===== src/hw/issue_pkg.sv =====
// ==========================================================
// issue stage package
// widths, payload field types and lane count shared by the
// issue stage blocks and the testbench
// ==========================================================
`default_nettype none

package issue_pkg;

    // field widths
    localparam int INST_ADDR_W = 32;
    localparam int INST_W      = 32;
    localparam int REG_ADDR_W  = 5;
    localparam int IMM_W       = 32;
    localparam int COMMIT_ID_W = 4;

    // two issue lanes per cycle
    localparam int NUM_LANES = 2;

    // payload field types
    typedef logic [INST_ADDR_W-1:0] inst_addr_t;
    typedef logic [INST_W-1:0]      inst_word_t;
    typedef logic [REG_ADDR_W-1:0]  reg_addr_t;
    typedef logic [IMM_W-1:0]       imm_t;
    typedef logic [COMMIT_ID_W-1:0] commit_id_t;

    // bit n belongs to lane n+1
    typedef logic [NUM_LANES-1:0] lane_mask_t;

    // address zero marks an empty slot from the decoder
    localparam inst_addr_t ADDR_NONE = '0;

endpackage

`default_nettype wire


===== src/hw/issue_dup_filter.sv =====
// ==========================================================
// issue duplicate filter
// remembers the last accepted address per lane and decides
// which lanes are killed in the current cycle
// ==========================================================
`timescale 1ns/1ps
`default_nettype none

module issue_dup_filter import issue_pkg::*; (
    input  logic       clk,
    input  logic       rst_n,

    // decoder side
    input  lane_mask_t issue_i,
    input  inst_addr_t inst1_addr_i,
    input  inst_addr_t inst2_addr_i,

    // control
    input  logic       flush_i,
    input  logic       irq_req_i,
    input  logic       out_ready_i,

    // kill decision
    output lane_mask_t lane_kill_o,
    output lane_mask_t already_issued_o
);

    inst_addr_t cur_addr  [NUM_LANES];
    inst_addr_t hist_addr [NUM_LANES];
    lane_mask_t hist_issued;
    lane_mask_t dup_hit;
    logic       kill_all;

    assign cur_addr[0] = inst1_addr_i;
    assign cur_addr[1] = inst2_addr_i;

    // decoder keeps presenting the same instruction until it moves on,
    // so a match against an issued history entry means it already went out
    always_comb begin
        for (int n = 0; n < NUM_LANES; n++) begin
            dup_hit[n] = hist_issued[n]
                      && (cur_addr[n] == hist_addr[n])
                      && (cur_addr[n] != ADDR_NONE);
        end
    end

    // flush and pending interrupt drop both lanes
    assign kill_all = flush_i | irq_req_i;

    assign lane_kill_o      = {NUM_LANES{kill_all}} | ~issue_i | dup_hit;
    assign already_issued_o = dup_hit;

    // issue history
    always_ff @(posedge clk or negedge rst_n) begin
        if (!rst_n) begin
            hist_issued <= '0;
            for (int n = 0; n < NUM_LANES; n++) begin
                hist_addr[n] <= ADDR_NONE;
            end
        end else if (flush_i) begin
            hist_issued <= '0;
            for (int n = 0; n < NUM_LANES; n++) begin
                hist_addr[n] <= ADDR_NONE;
            end
        end else if (out_ready_i) begin
            // only advance when dispatch takes the stage contents
            hist_issued <= issue_i;
            for (int n = 0; n < NUM_LANES; n++) begin
                hist_addr[n] <= cur_addr[n];
            end
        end
    end

    // flush kills both lanes in the same cycle
    a_flush_kills_all: assert property (
        @(posedge clk) disable iff (!rst_n)
        flush_i |-> (lane_kill_o == {NUM_LANES{1'b1}})
    );

endmodule

`default_nettype wire


===== src/hw/issue_lane_reg.sv =====
// ==========================================================
// issue lane register
// one lane's payload toward dispatch, zeroed on kill, held
// under back-pressure, plus the commit id redirect report
// ==========================================================
`timescale 1ns/1ps
`default_nettype none

module issue_lane_reg import issue_pkg::*; (
    input  logic       clk,
    input  logic       rst_n,

    // control
    input  logic       load_i,
    input  logic       kill_i,
    input  logic       redirect_i,

    // lane payload from decoder
    input  inst_addr_t addr_i,
    input  inst_word_t word_i,
    input  logic       rd_we_i,
    input  reg_addr_t  rd_addr_i,
    input  reg_addr_t  rs1_addr_i,
    input  reg_addr_t  rs2_addr_i,
    input  imm_t       imm_i,
    input  logic       illegal_i,
    input  commit_id_t commit_id_i,

    // registered lane toward dispatch
    output logic       valid_o,
    output inst_addr_t addr_o,
    output inst_word_t word_o,
    output logic       rd_we_o,
    output reg_addr_t  rd_addr_o,
    output reg_addr_t  rs1_addr_o,
    output reg_addr_t  rs2_addr_o,
    output imm_t       imm_o,
    output logic       illegal_o,
    output commit_id_t commit_id_o,

    // redirect report
    output commit_id_t squash_commit_id_o
);

    always_ff @(posedge clk or negedge rst_n) begin
        if (!rst_n) begin
            valid_o     <= 1'b0;
            addr_o      <= ADDR_NONE;
            word_o      <= '0;
            rd_we_o     <= 1'b0;
            rd_addr_o   <= '0;
            rs1_addr_o  <= '0;
            rs2_addr_o  <= '0;
            imm_o       <= '0;
            illegal_o   <= 1'b0;
            commit_id_o <= '0;
        end else if (load_i) begin
            if (kill_i) begin
                // killed slot goes out as a bubble
                valid_o     <= 1'b0;
                addr_o      <= ADDR_NONE;
                word_o      <= '0;
                rd_we_o     <= 1'b0;
                rd_addr_o   <= '0;
                rs1_addr_o  <= '0;
                rs2_addr_o  <= '0;
                imm_o       <= '0;
                illegal_o   <= 1'b0;
                commit_id_o <= '0;
            end else begin
                valid_o     <= 1'b1;
                addr_o      <= addr_i;
                word_o      <= word_i;
                rd_we_o     <= rd_we_i;
                rd_addr_o   <= rd_addr_i;
                rs1_addr_o  <= rs1_addr_i;
                rs2_addr_o  <= rs2_addr_i;
                imm_o       <= imm_i;
                illegal_o   <= illegal_i;
                commit_id_o <= commit_id_i;
            end
        end
    end

    // held id goes to commit on jump or interrupt, valid or not
    assign squash_commit_id_o = redirect_i ? commit_id_o : '0;

    // dispatch sees a stable lane until it is taken
    a_hold_when_stalled: assert property (
        @(posedge clk) disable iff (!rst_n)
        (valid_o && !load_i) |=> ($stable(valid_o) && $stable(addr_o)
            && $stable(word_o) && $stable(rd_we_o) && $stable(rd_addr_o)
            && $stable(rs1_addr_o) && $stable(rs2_addr_o) && $stable(imm_o)
            && $stable(illegal_o) && $stable(commit_id_o))
    );

    // an empty slot carries no stale payload
    a_bubble_is_zero: assert property (
        @(posedge clk) disable iff (!rst_n)
        !valid_o |-> (addr_o == ADDR_NONE && word_o == '0 && !rd_we_o
            && rd_addr_o == '0 && rs1_addr_o == '0 && rs2_addr_o == '0
            && imm_o == '0 && !illegal_o && commit_id_o == '0)
    );

endmodule

`default_nettype wire


===== src/hw/issue_stage.sv =====
// ==========================================================
// issue stage
// dual-issue stage register between decode and dispatch
// ==========================================================
`timescale 1ns/1ps
`default_nettype none

module issue_stage import issue_pkg::*; (
    input  logic       clk,
    input  logic       rst_n,

    // decoder, lane 1
    input  lane_mask_t issue_i,
    input  inst_addr_t inst1_addr_i,
    input  inst_word_t inst1_word_i,
    input  logic       inst1_rd_we_i,
    input  reg_addr_t  inst1_rd_addr_i,
    input  reg_addr_t  inst1_rs1_addr_i,
    input  reg_addr_t  inst1_rs2_addr_i,
    input  imm_t       inst1_imm_i,
    input  logic       inst1_illegal_i,
    input  commit_id_t inst1_commit_id_i,

    // decoder, lane 2
    input  inst_addr_t inst2_addr_i,
    input  inst_word_t inst2_word_i,
    input  logic       inst2_rd_we_i,
    input  reg_addr_t  inst2_rd_addr_i,
    input  reg_addr_t  inst2_rs1_addr_i,
    input  reg_addr_t  inst2_rs2_addr_i,
    input  imm_t       inst2_imm_i,
    input  logic       inst2_illegal_i,
    input  commit_id_t inst2_commit_id_i,

    // control
    input  logic       flush_i,
    input  logic       irq_req_i,
    input  logic       jump_i,

    // dispatch, lane 1
    output logic       inst1_valid_o,
    output inst_addr_t inst1_addr_o,
    output inst_word_t inst1_word_o,
    output logic       inst1_rd_we_o,
    output reg_addr_t  inst1_rd_addr_o,
    output reg_addr_t  inst1_rs1_addr_o,
    output reg_addr_t  inst1_rs2_addr_o,
    output imm_t       inst1_imm_o,
    output logic       inst1_illegal_o,
    output commit_id_t inst1_commit_id_o,

    // dispatch, lane 2
    output logic       inst2_valid_o,
    output inst_addr_t inst2_addr_o,
    output inst_word_t inst2_word_o,
    output logic       inst2_rd_we_o,
    output reg_addr_t  inst2_rd_addr_o,
    output reg_addr_t  inst2_rs1_addr_o,
    output reg_addr_t  inst2_rs2_addr_o,
    output imm_t       inst2_imm_o,
    output logic       inst2_illegal_o,
    output commit_id_t inst2_commit_id_o,
    input  logic       out_ready_i,

    // status and redirect report
    output lane_mask_t already_issued_o,
    output logic       squash_valid_o,
    output commit_id_t squash_1_commit_id_o,
    output commit_id_t squash_2_commit_id_o
);

    lane_mask_t lane_kill;
    logic       redirect;

    assign redirect       = jump_i | irq_req_i;
    assign squash_valid_o = redirect;

    issue_dup_filter u_dup_filter (
        .clk              (clk),
        .rst_n            (rst_n),
        .issue_i          (issue_i),
        .inst1_addr_i     (inst1_addr_i),
        .inst2_addr_i     (inst2_addr_i),
        .flush_i          (flush_i),
        .irq_req_i        (irq_req_i),
        .out_ready_i      (out_ready_i),
        .lane_kill_o      (lane_kill),
        .already_issued_o (already_issued_o)
    );

    issue_lane_reg u_lane1 (
        .clk                (clk),
        .rst_n              (rst_n),
        .load_i             (out_ready_i),
        .kill_i             (lane_kill[0]),
        .redirect_i         (redirect),
        .addr_i             (inst1_addr_i),
        .word_i             (inst1_word_i),
        .rd_we_i            (inst1_rd_we_i),
        .rd_addr_i          (inst1_rd_addr_i),
        .rs1_addr_i         (inst1_rs1_addr_i),
        .rs2_addr_i         (inst1_rs2_addr_i),
        .imm_i              (inst1_imm_i),
        .illegal_i          (inst1_illegal_i),
        .commit_id_i        (inst1_commit_id_i),
        .valid_o            (inst1_valid_o),
        .addr_o             (inst1_addr_o),
        .word_o             (inst1_word_o),
        .rd_we_o            (inst1_rd_we_o),
        .rd_addr_o          (inst1_rd_addr_o),
        .rs1_addr_o         (inst1_rs1_addr_o),
        .rs2_addr_o         (inst1_rs2_addr_o),
        .imm_o              (inst1_imm_o),
        .illegal_o          (inst1_illegal_o),
        .commit_id_o        (inst1_commit_id_o),
        .squash_commit_id_o (squash_1_commit_id_o)
    );

    issue_lane_reg u_lane2 (
        .clk                (clk),
        .rst_n              (rst_n),
        .load_i             (out_ready_i),
        .kill_i             (lane_kill[1]),
        .redirect_i         (redirect),
        .addr_i             (inst2_addr_i),
        .word_i             (inst2_word_i),
        .rd_we_i            (inst2_rd_we_i),
        .rd_addr_i          (inst2_rd_addr_i),
        .rs1_addr_i         (inst2_rs1_addr_i),
        .rs2_addr_i         (inst2_rs2_addr_i),
        .imm_i              (inst2_imm_i),
        .illegal_i          (inst2_illegal_i),
        .commit_id_i        (inst2_commit_id_i),
        .valid_o            (inst2_valid_o),
        .addr_o             (inst2_addr_o),
        .word_o             (inst2_word_o),
        .rd_we_o            (inst2_rd_we_o),
        .rd_addr_o          (inst2_rd_addr_o),
        .rs1_addr_o         (inst2_rs1_addr_o),
        .rs2_addr_o         (inst2_rs2_addr_o),
        .imm_o              (inst2_imm_o),
        .illegal_o          (inst2_illegal_o),
        .commit_id_o        (inst2_commit_id_o),
        .squash_commit_id_o (squash_2_commit_id_o)
    );

endmodule

`default_nettype wire


===== config.mk =====
export PLATFORM = sky130hd
export DESIGN_NAME = issue_stage
export DESIGN_NICKNAME = d
export VERILOG_FILES = /design/src/hw/issue_pkg.sv /design/src/hw/issue_dup_filter.sv /design/src/hw/issue_lane_reg.sv /design/src/hw/issue_stage.sv
export SDC_FILE = /design/constraint.sdc
export NUM_CORES = 1
export LEC_CHECK = 0
export BUFFER_PORTS_ARGS = -buffer_cell sky130_fd_sc_hd__buf_4
export CORE_AREA = 3 3 186 188
export DETAILED_ROUTE_END_ITERATION = 10
export DIE_AREA = 0 0 189 191
export PLACE_DENSITY = 0.75
export SLEW_MARGIN = 20
export SYNTH_ARGS = -nofsm -noshare
export SYNTH_HDL_FRONTEND = slang
export SYNTH_SLANG_ARGS = --single-unit

===== constraint.sdc =====
create_clock -name clk -period 6.53 [get_ports clk]
set_input_delay 1.959 -clock clk [delete_from_list [all_inputs] [get_ports clk]]
set_output_delay 1.959 -clock clk [all_outputs]
set_load 0.05 [all_outputs]

==> results of run 1 <==
placed cells by master, fill, tap and decap left out, types with 3 or more instances in the layout:
cell type	count
clkbuf_16	37
o32ai_1	3
nand3_1	4
clkbuf_1	7
nand4_1	6
buf_4	496
a21oi_1	3
nor4_1	29
dfrtp_1	302
inv_1	240
nor2_1	75
buf_12	3
clkbuf_8	9
o22ai_1	234
xor2_1	59
mux2i_1	64
nand2_1	233
cell families (layout without fill, tap and decap cells):
kind of cell           Yosys count  after routing  synth area share
AO/OA/AOI/OAI                  243            243             0.117
XOR/XNOR                        61             61            0.0407
buffers and inverters          332            799             0.106
flip-flops                     302            302             0.576
multiplexers                    64             64            0.0489
AND/OR/NAND/NOR                356            356             0.111
layer usage:
metal / vias up / share of wire / track usage
met1: 5372 / 0.40 / 0.286
li1: 5351 / - / -
met2: 411 / 0.49 / 0.360
met4: 0 / 0.039 / 0.0845
met3: 96 / 0.070 / 0.0506
met5: - / 0 / 0
worst max path at each step:
stage	slack (ps)	start	to	cells past startpoint
2_1_floorplan	1430	inst1_addr_i[27]	already_issued_o[0]	6
3_3_place_gp	990	inst1_addr_i[9]	already_issued_o[0]	6
3_5_place_dp	960	inst1_addr_i[9]	already_issued_o[0]	6
4_1_cts	960	inst1_addr_i[9]	already_issued_o[0]	6
5_1_grt	880	inst1_addr_i[9]	already_issued_o[0]	6
6_report	900	inst1_addr_i[9]	already_issued_o[0]	6
worst max-delay path: stages:
cell and delay, ps:
buf_4 130, xor2_1 140, nor4_1 540, nand4_1 270, nor4_4 340, buf_4 290
sequential cells by signal, indices dropped and copies added, names as in the netlist, 2 cells and up:
register	cells
u_lane2.commit_id_o	4
u_lane1.rd_addr_o	5
u_lane2.rs2_addr_o	5
u_dup_filter.hist_issued	2
u_lane1.imm_o	32
u_lane2.rs1_addr_o	5
u_lane2.addr_o	32
u_lane2.rd_addr_o	5
u_lane2.imm_o	32
u_lane1.addr_o	32
u_dup_filter.hist_addr	64
u_lane1.word_o	32
u_lane1.commit_id_o	4
u_lane2.word_o	32
u_lane1.rs1_addr_o	5
u_lane1.rs2_addr_o	5
area by class of cell:
type | instances | area (um^2)
multi-input combinational | 724 | 4190
inverter | 240 | 901
fill | 2893 | 15100
tap | 448 | 561
clock inverter | 5 | 55.1
clock buffer | 53 | 1080
sequential | 302 | 7560
timing repair buffer | 501 | 3810
metrics by stage:
step,cells,cell area [um^2],hold WS [ps]
final,2273,18200,525
after global routing,2273,18200,542
after CTS,2273,18200,527
after detailed placement,2215,17000,517
after global placement,2215,17000,511
after floorplan,1358,13100,506
power by group through the flow:
stage,Combinational [W],Clock (W),Sequential [W]
after floorplan,0.000174,0,0.00221
after global placement,0.000679,0,0.00202
after detailed placement,0.000688,0,0.00203
after CTS,0.000690,0.00196,0.00200
after global routing,0.000733,0.00203,0.00200
final,0.000685,0.00192,0.00200
==> flow_metrics.tcl, run 1 <==
set metrics [dict create \
    holdPathStages 2 \
    slew_headroom 0.325 \
    status "finished, final reports clean" \
    dieArea_um2 36100 \
    areaGrowthSynthToFinish_pct 38.4 \
    diodes 0 \
    hold_buffers 0 \
    worstRegToRegCells 7 \
    synth_area_um2 13100 \
    overflow 0 \
    antenna_found_initial 0 \
    clkSinkCount 302 \
    post_drt_via_cell_ratio 4.94 \
    hold_violations 0 \
    drtIter0Drc 842 \
    synth.avg_cell_area_um2 9.66 \
    critPathKind "input pin to output port" \
    reg2reg_to "u_lane1.imm_o[20]" \
    cp-end-kind "output port" \
    synth_most_common_cell "dfrtp_1" \
    powerDensity_nw_per_um2 253 \
    grt_use_total 0.220 \
    path_clk_slew_ps 50 \
    initial_core_util 0.394 \
    hpwl_um 29300 \
    die_h_um 191 \
    cts_root_buf "clkbuf_16" \
    tns_ps 0 \
    skew_ps 17.7 \
    crit_path_start_kind "input pin" \
    setup_ws_ps 898 \
    synthArstFlopShare 1.00 \
    synth_fp_nets 1600 \
    cts_resized 0 \
    worst_pin_slew_ps 1010 \
    synth_edf_count 0 \
    hp-class "flip-flop to flip-flop" \
    ys_seq_elements 302 \
    place_ws_ps 965 \
    fp.dieW_um 189 \
    combPwrFrac 0.149 \
    finalSetupViolCount 0 \
    avgRoutedWirePerCell_um 18.3 \
    htree_levels 2 \
    p_sw_w 0.00124 \
    grt_max_degree 147 \
    fin_crit_sh 0.863 \
    synth_top_area_cell "dfrtp_1" \
    syn_inst 1358 \
    max_freq_ghz 0.178 \
    synth.area.top_cells "dfrtp_1, o22ai_1, inv_1" \
    gp_routability_congestion 0.862 \
    synth_top_cell_area_share 0.576 \
    clk_latency_ps 500 \
    cp_max_fo 4 \
    min-delay-start "u_lane1.word_o[19]" \
    final_util 0.545 \
    leakage_nw 8.84 \
    rsz0062_at_grt "false" \
    vias 11230 \
    seqPwrFrac 0.434 \
    maxSlewViolCount 0 \
    core_area_um2 33300 \
    seq_area_frac_synth 0.576 \
    synth_top_cells_by_count "dfrtp_1, inv_1, o22ai_1" \
    ir_drop_mv 0.144 \
    antenna_left 0 \
    grt_pass1_vias 11332 \
    p_total_w 0.00460 \
    switching_share 0.269 \
    synthFlopType "dfrtp_1" \
    yosysWarnings 0 \
    clkPwrFrac 0.417 \
    period_minus_slack_ps 5630 \
    dr.pass1.iters 5 \
    grt_pass1_wl_um 63400 \
    cts_tree "yes" \
    reg2reg_slack_ps 3120 \
    intPower_w 0.00336 \
    numCtsBuffers 34 \
    wl_um 41700 \
    arrival_ps 3670 \
    synthDistinctLibCells 26 \
    hold_path_end "u_lane1.word_o[19]" \
    max_cap_violations 0 \
    drive_above_1_share 0.305 \
    post_cts_buffers 0 \
    rows 67 \
    final_nets 2045 \
    io_buffers 488 \
    ios 489 \
    r2r_start "u_dup_filter.hist_addr[41]" \
    cp.required_ps 4570 \
    clock_path_buffers 3 \
    drc_errors 0 \
]
Note: power is estimated with default switching activity, not from simulation.
==> run 2: changes to the inputs <==
CORE_AREA = 3 3 192 194   (was 3 3 186 188)
DIE_AREA = 0 0 195 197   (was 0 0 189 191)
PLACE_DENSITY = 0.74   (was 0.75)
SYNTH_HIERARCHICAL = 1   (was unset)
==> run 2 against run 1 <==
Net effect:
- critical path depth is the same
- clock power rose by 5%
- utilization decreased by 1.4 points
- hold slack got worse by 17 ps
- power up 2.8%
- sequential power about the same
- global-route usage is 2.0 points lower
- critical endpoint unchanged
==> flow_metrics.tcl, run 2 <==
set metrics [dict create \
    status "finished, final reports clean" \
    holdPathStages 2 \
    slew_headroom 0.350 \
    post_drt_via_cell_ratio 4.81 \
    cp-end-kind "output port" \
    cts_resized 0 \
    max_cap_violations 0 \
    synth_most_common_cell "dfrtp_1" \
    rsz0062_at_grt "false" \
    grt_pass1_vias 11051 \
    r2r_start "u_dup_filter/hist_addr[43]" \
    dieArea_um2 38400 \
    numCtsBuffers 34 \
    tns_ps 0 \
    fin_crit_sh 0.873 \
    grt_max_degree 159 \
    fillers 3139 \
    largest_register_ffs 64 \
    cts_root_buf "clkbuf_16" \
    synth.area.top_cells "dfrtp_1, nand3b_1, o21ai_1" \
    synth_top_cells_by_count "dfrtp_1, inv_1, nand3b_1" \
    initial_core_util 0.392 \
    top_register "u_dup_filter/hist_addr" \
    syn_inst 1355 \
    crit_path_start_kind "input pin" \
    cts_tree "yes" \
    max_stage_delay_ps 540 \
    antenna_found_initial 0 \
    antenna_left 0 \
    synthArstFlopShare 1.00 \
    hpwl_um 28500 \
    multi_input_area_um2 4770 \
    vias 10977 \
    crit_top_cell "buf_4" \
    synth_area_um2 13900 \
    synthFlopType "dfrtp_1" \
    max_freq_ghz 0.175 \
    synth_fp_nets 1597 \
    skew_ps 15.7 \
    leakage_nw 9.04 \
    min-delay-start "u_lane2/imm_o[19]" \
    yosysWarnings 6 \
    clock_path_buffers 3 \
    post_cts_buffers 0 \
    htree_levels 2 \
    drive_above_1_share 0.304 \
    grt_use_total 0.200 \
    arrival_ps 3740 \
    maxSlewViolCount 0 \
    worstPathCellList "buf_4 -> xor2_1 -> a221o_1 -> or4_1 -> nor4_2 -> buf_4" \
    critPathBufInv 2 \
    rows 69 \
    critPathKind "input pin to output port" \
    final_nets 2041 \
    path_clk_slew_ps 60 \
    gp_routability_congestion 0.862 \
    io_buffers 488 \
    worst_pin_slew_ps 974 \
    reg2reg_to "u_lane1/addr_o[20]" \
    ys_seq_elements 302 \
    clkSinkCount 302 \
    final_common_cell "buf_4" \
    overflow 0 \
    place_ws_ps 767 \
    powerDensity_nw_per_um2 252 \
    worst-path-stages 6 \
    die_h_um 197 \
    synth.avg_cell_area_um2 10.2 \
    hold_violations 0 \
    drc_errors 0 \
    clk_latency_ps 510 \
    crit_slowest_cell "or4_1" \
    ios 489 \
    synthDistinctLibCells 24 \
    hold_buffers 0 \
    core_area_um2 35400 \
    period_minus_slack_ps 5700 \
    ir_drop_mv 0.244 \
    drtIter0Drc 593 \
    synth_edf_count 0 \
    cp_max_fo 4 \
    synth_top_area_cell "dfrtp_1" \
    areaGrowthSynthToFinish_pct 35.6 \
    reg2reg_slack_ps 3270 \
    wl_um 40400 \
    setup_ws_ps 826 \
    cp.required_ps 4570 \
    fp.dieW_um 195 \
    worstRegToRegCells 8 \
    final_cell_mix "buf_4, dfrtp_1, inv_1" \
    synth_top_cell_area_share 0.545 \
    seq_area_frac_synth 0.545 \
    avgRoutedWirePerCell_um 17.7 \
    hp-class "flip-flop to flip-flop" \
    finalSetupViolCount 0 \
    seqCellArea_um2 7560 \
    dr.pass1.iters 4 \
    grt_pass1_wl_um 62400 \
    path_delay_family "simple AND/OR/NAND/NOR gates" \
    hold_path_end "u_lane2/imm_o[19]" \
]
==> run 2: changes by cell type after synthesis, moves of 13 or more <==
cell	change
buf_6	+24
buf_2	+16
o22ai_1	-234
o21ai_1	+226
clkbuf_1	-24
nand3b_1	+236
nand2_1	-233
buf_4	-13
==> run 2: logic make-up (layout without fill, tap and decap cells) <==
kind of cell	after synthesis	after routing	share of synthesized area
and+or+nand+nor	355	355	0.169
DFF	302	302	0.545
other	0	1	0
buffers and inverters	330	797	0.111
muxes	68	68	0.0491
AOI/OAI and AO/OA	239	239	0.0872
xor gates and xnor gates	61	61	0.0385
==> run 2: layout make-up <==
cell class / count / area share
flip-flops and latches: 302 / 0.402
multi-input cells: 723 / 0.254
repair buffers: 499 / 0.203
clock buffers: 46 / 0.0520
inverters: 239 / 0.0477
well taps: 461 / 0.0307
clock inverters: 13 / 0.0105
diodes: 1 / 0.000133
==> run 2: worst max-delay path by stage <==
stage	start	to	slack (ps)
after floorplan	inst1_addr_i[11]	already_issued_o[0]	690
after global placement	inst1_addr_i[11]	already_issued_o[0]	760
after detailed placement	inst1_addr_i[11]	already_issued_o[0]	770
after CTS	inst1_addr_i[11]	already_issued_o[0]	760
after global routing	inst1_addr_i[11]	already_issued_o[0]	710
final	inst1_addr_i[11]	already_issued_o[0]	830
==> run 2: worst register-to-register path, stage by stage (launching register included) <==
cell	delay [ps]
dfrtp_1	390
xor2_1	150
a221o_1	250
or4_1	540
nor4_2	440
nand3b_1	580
buf_4	450
nand3b_1	240
o21ai_0	110
==> run 2: per-stage QoR <==
step / hold slack (ps) / total power [W] / cells / utilization / cell area (um^2)
final: 508 / 0.00473 / 2284 / 0.531 / 18800
after global routing: 526 / 0.00493 / 2283 / 0.531 / 18800
after CTS: 513 / 0.00479 / 2283 / 0.531 / 18800
after detailed placement: 502 / 0.00275 / 2224 / 0.498 / 17600
after global placement: 499 / 0.00274 / 2224 / 0.498 / 17600
after floorplan: 480 / 0.00243 / 1355 / - / 13900
==> run 2: power breakdown <==
group | switching (W) | leakage [nW] | internal [W]
Sequential | 0.0000468 | 4.11 | 0.00195
Combinational | 0.000457 | 4.34 | 0.000259
Clock | 0.000770 | 0.584 | 0.00125
==> run 2: metal layers <==
metal	wire length, um	up-vias	GRT usage
met4	890	0	0.0531
met5	0	-	0
met2	20200	336	0.338
li1	-	5313	-
met1	17000	5271	0.267
met3	2370	57	0.0371
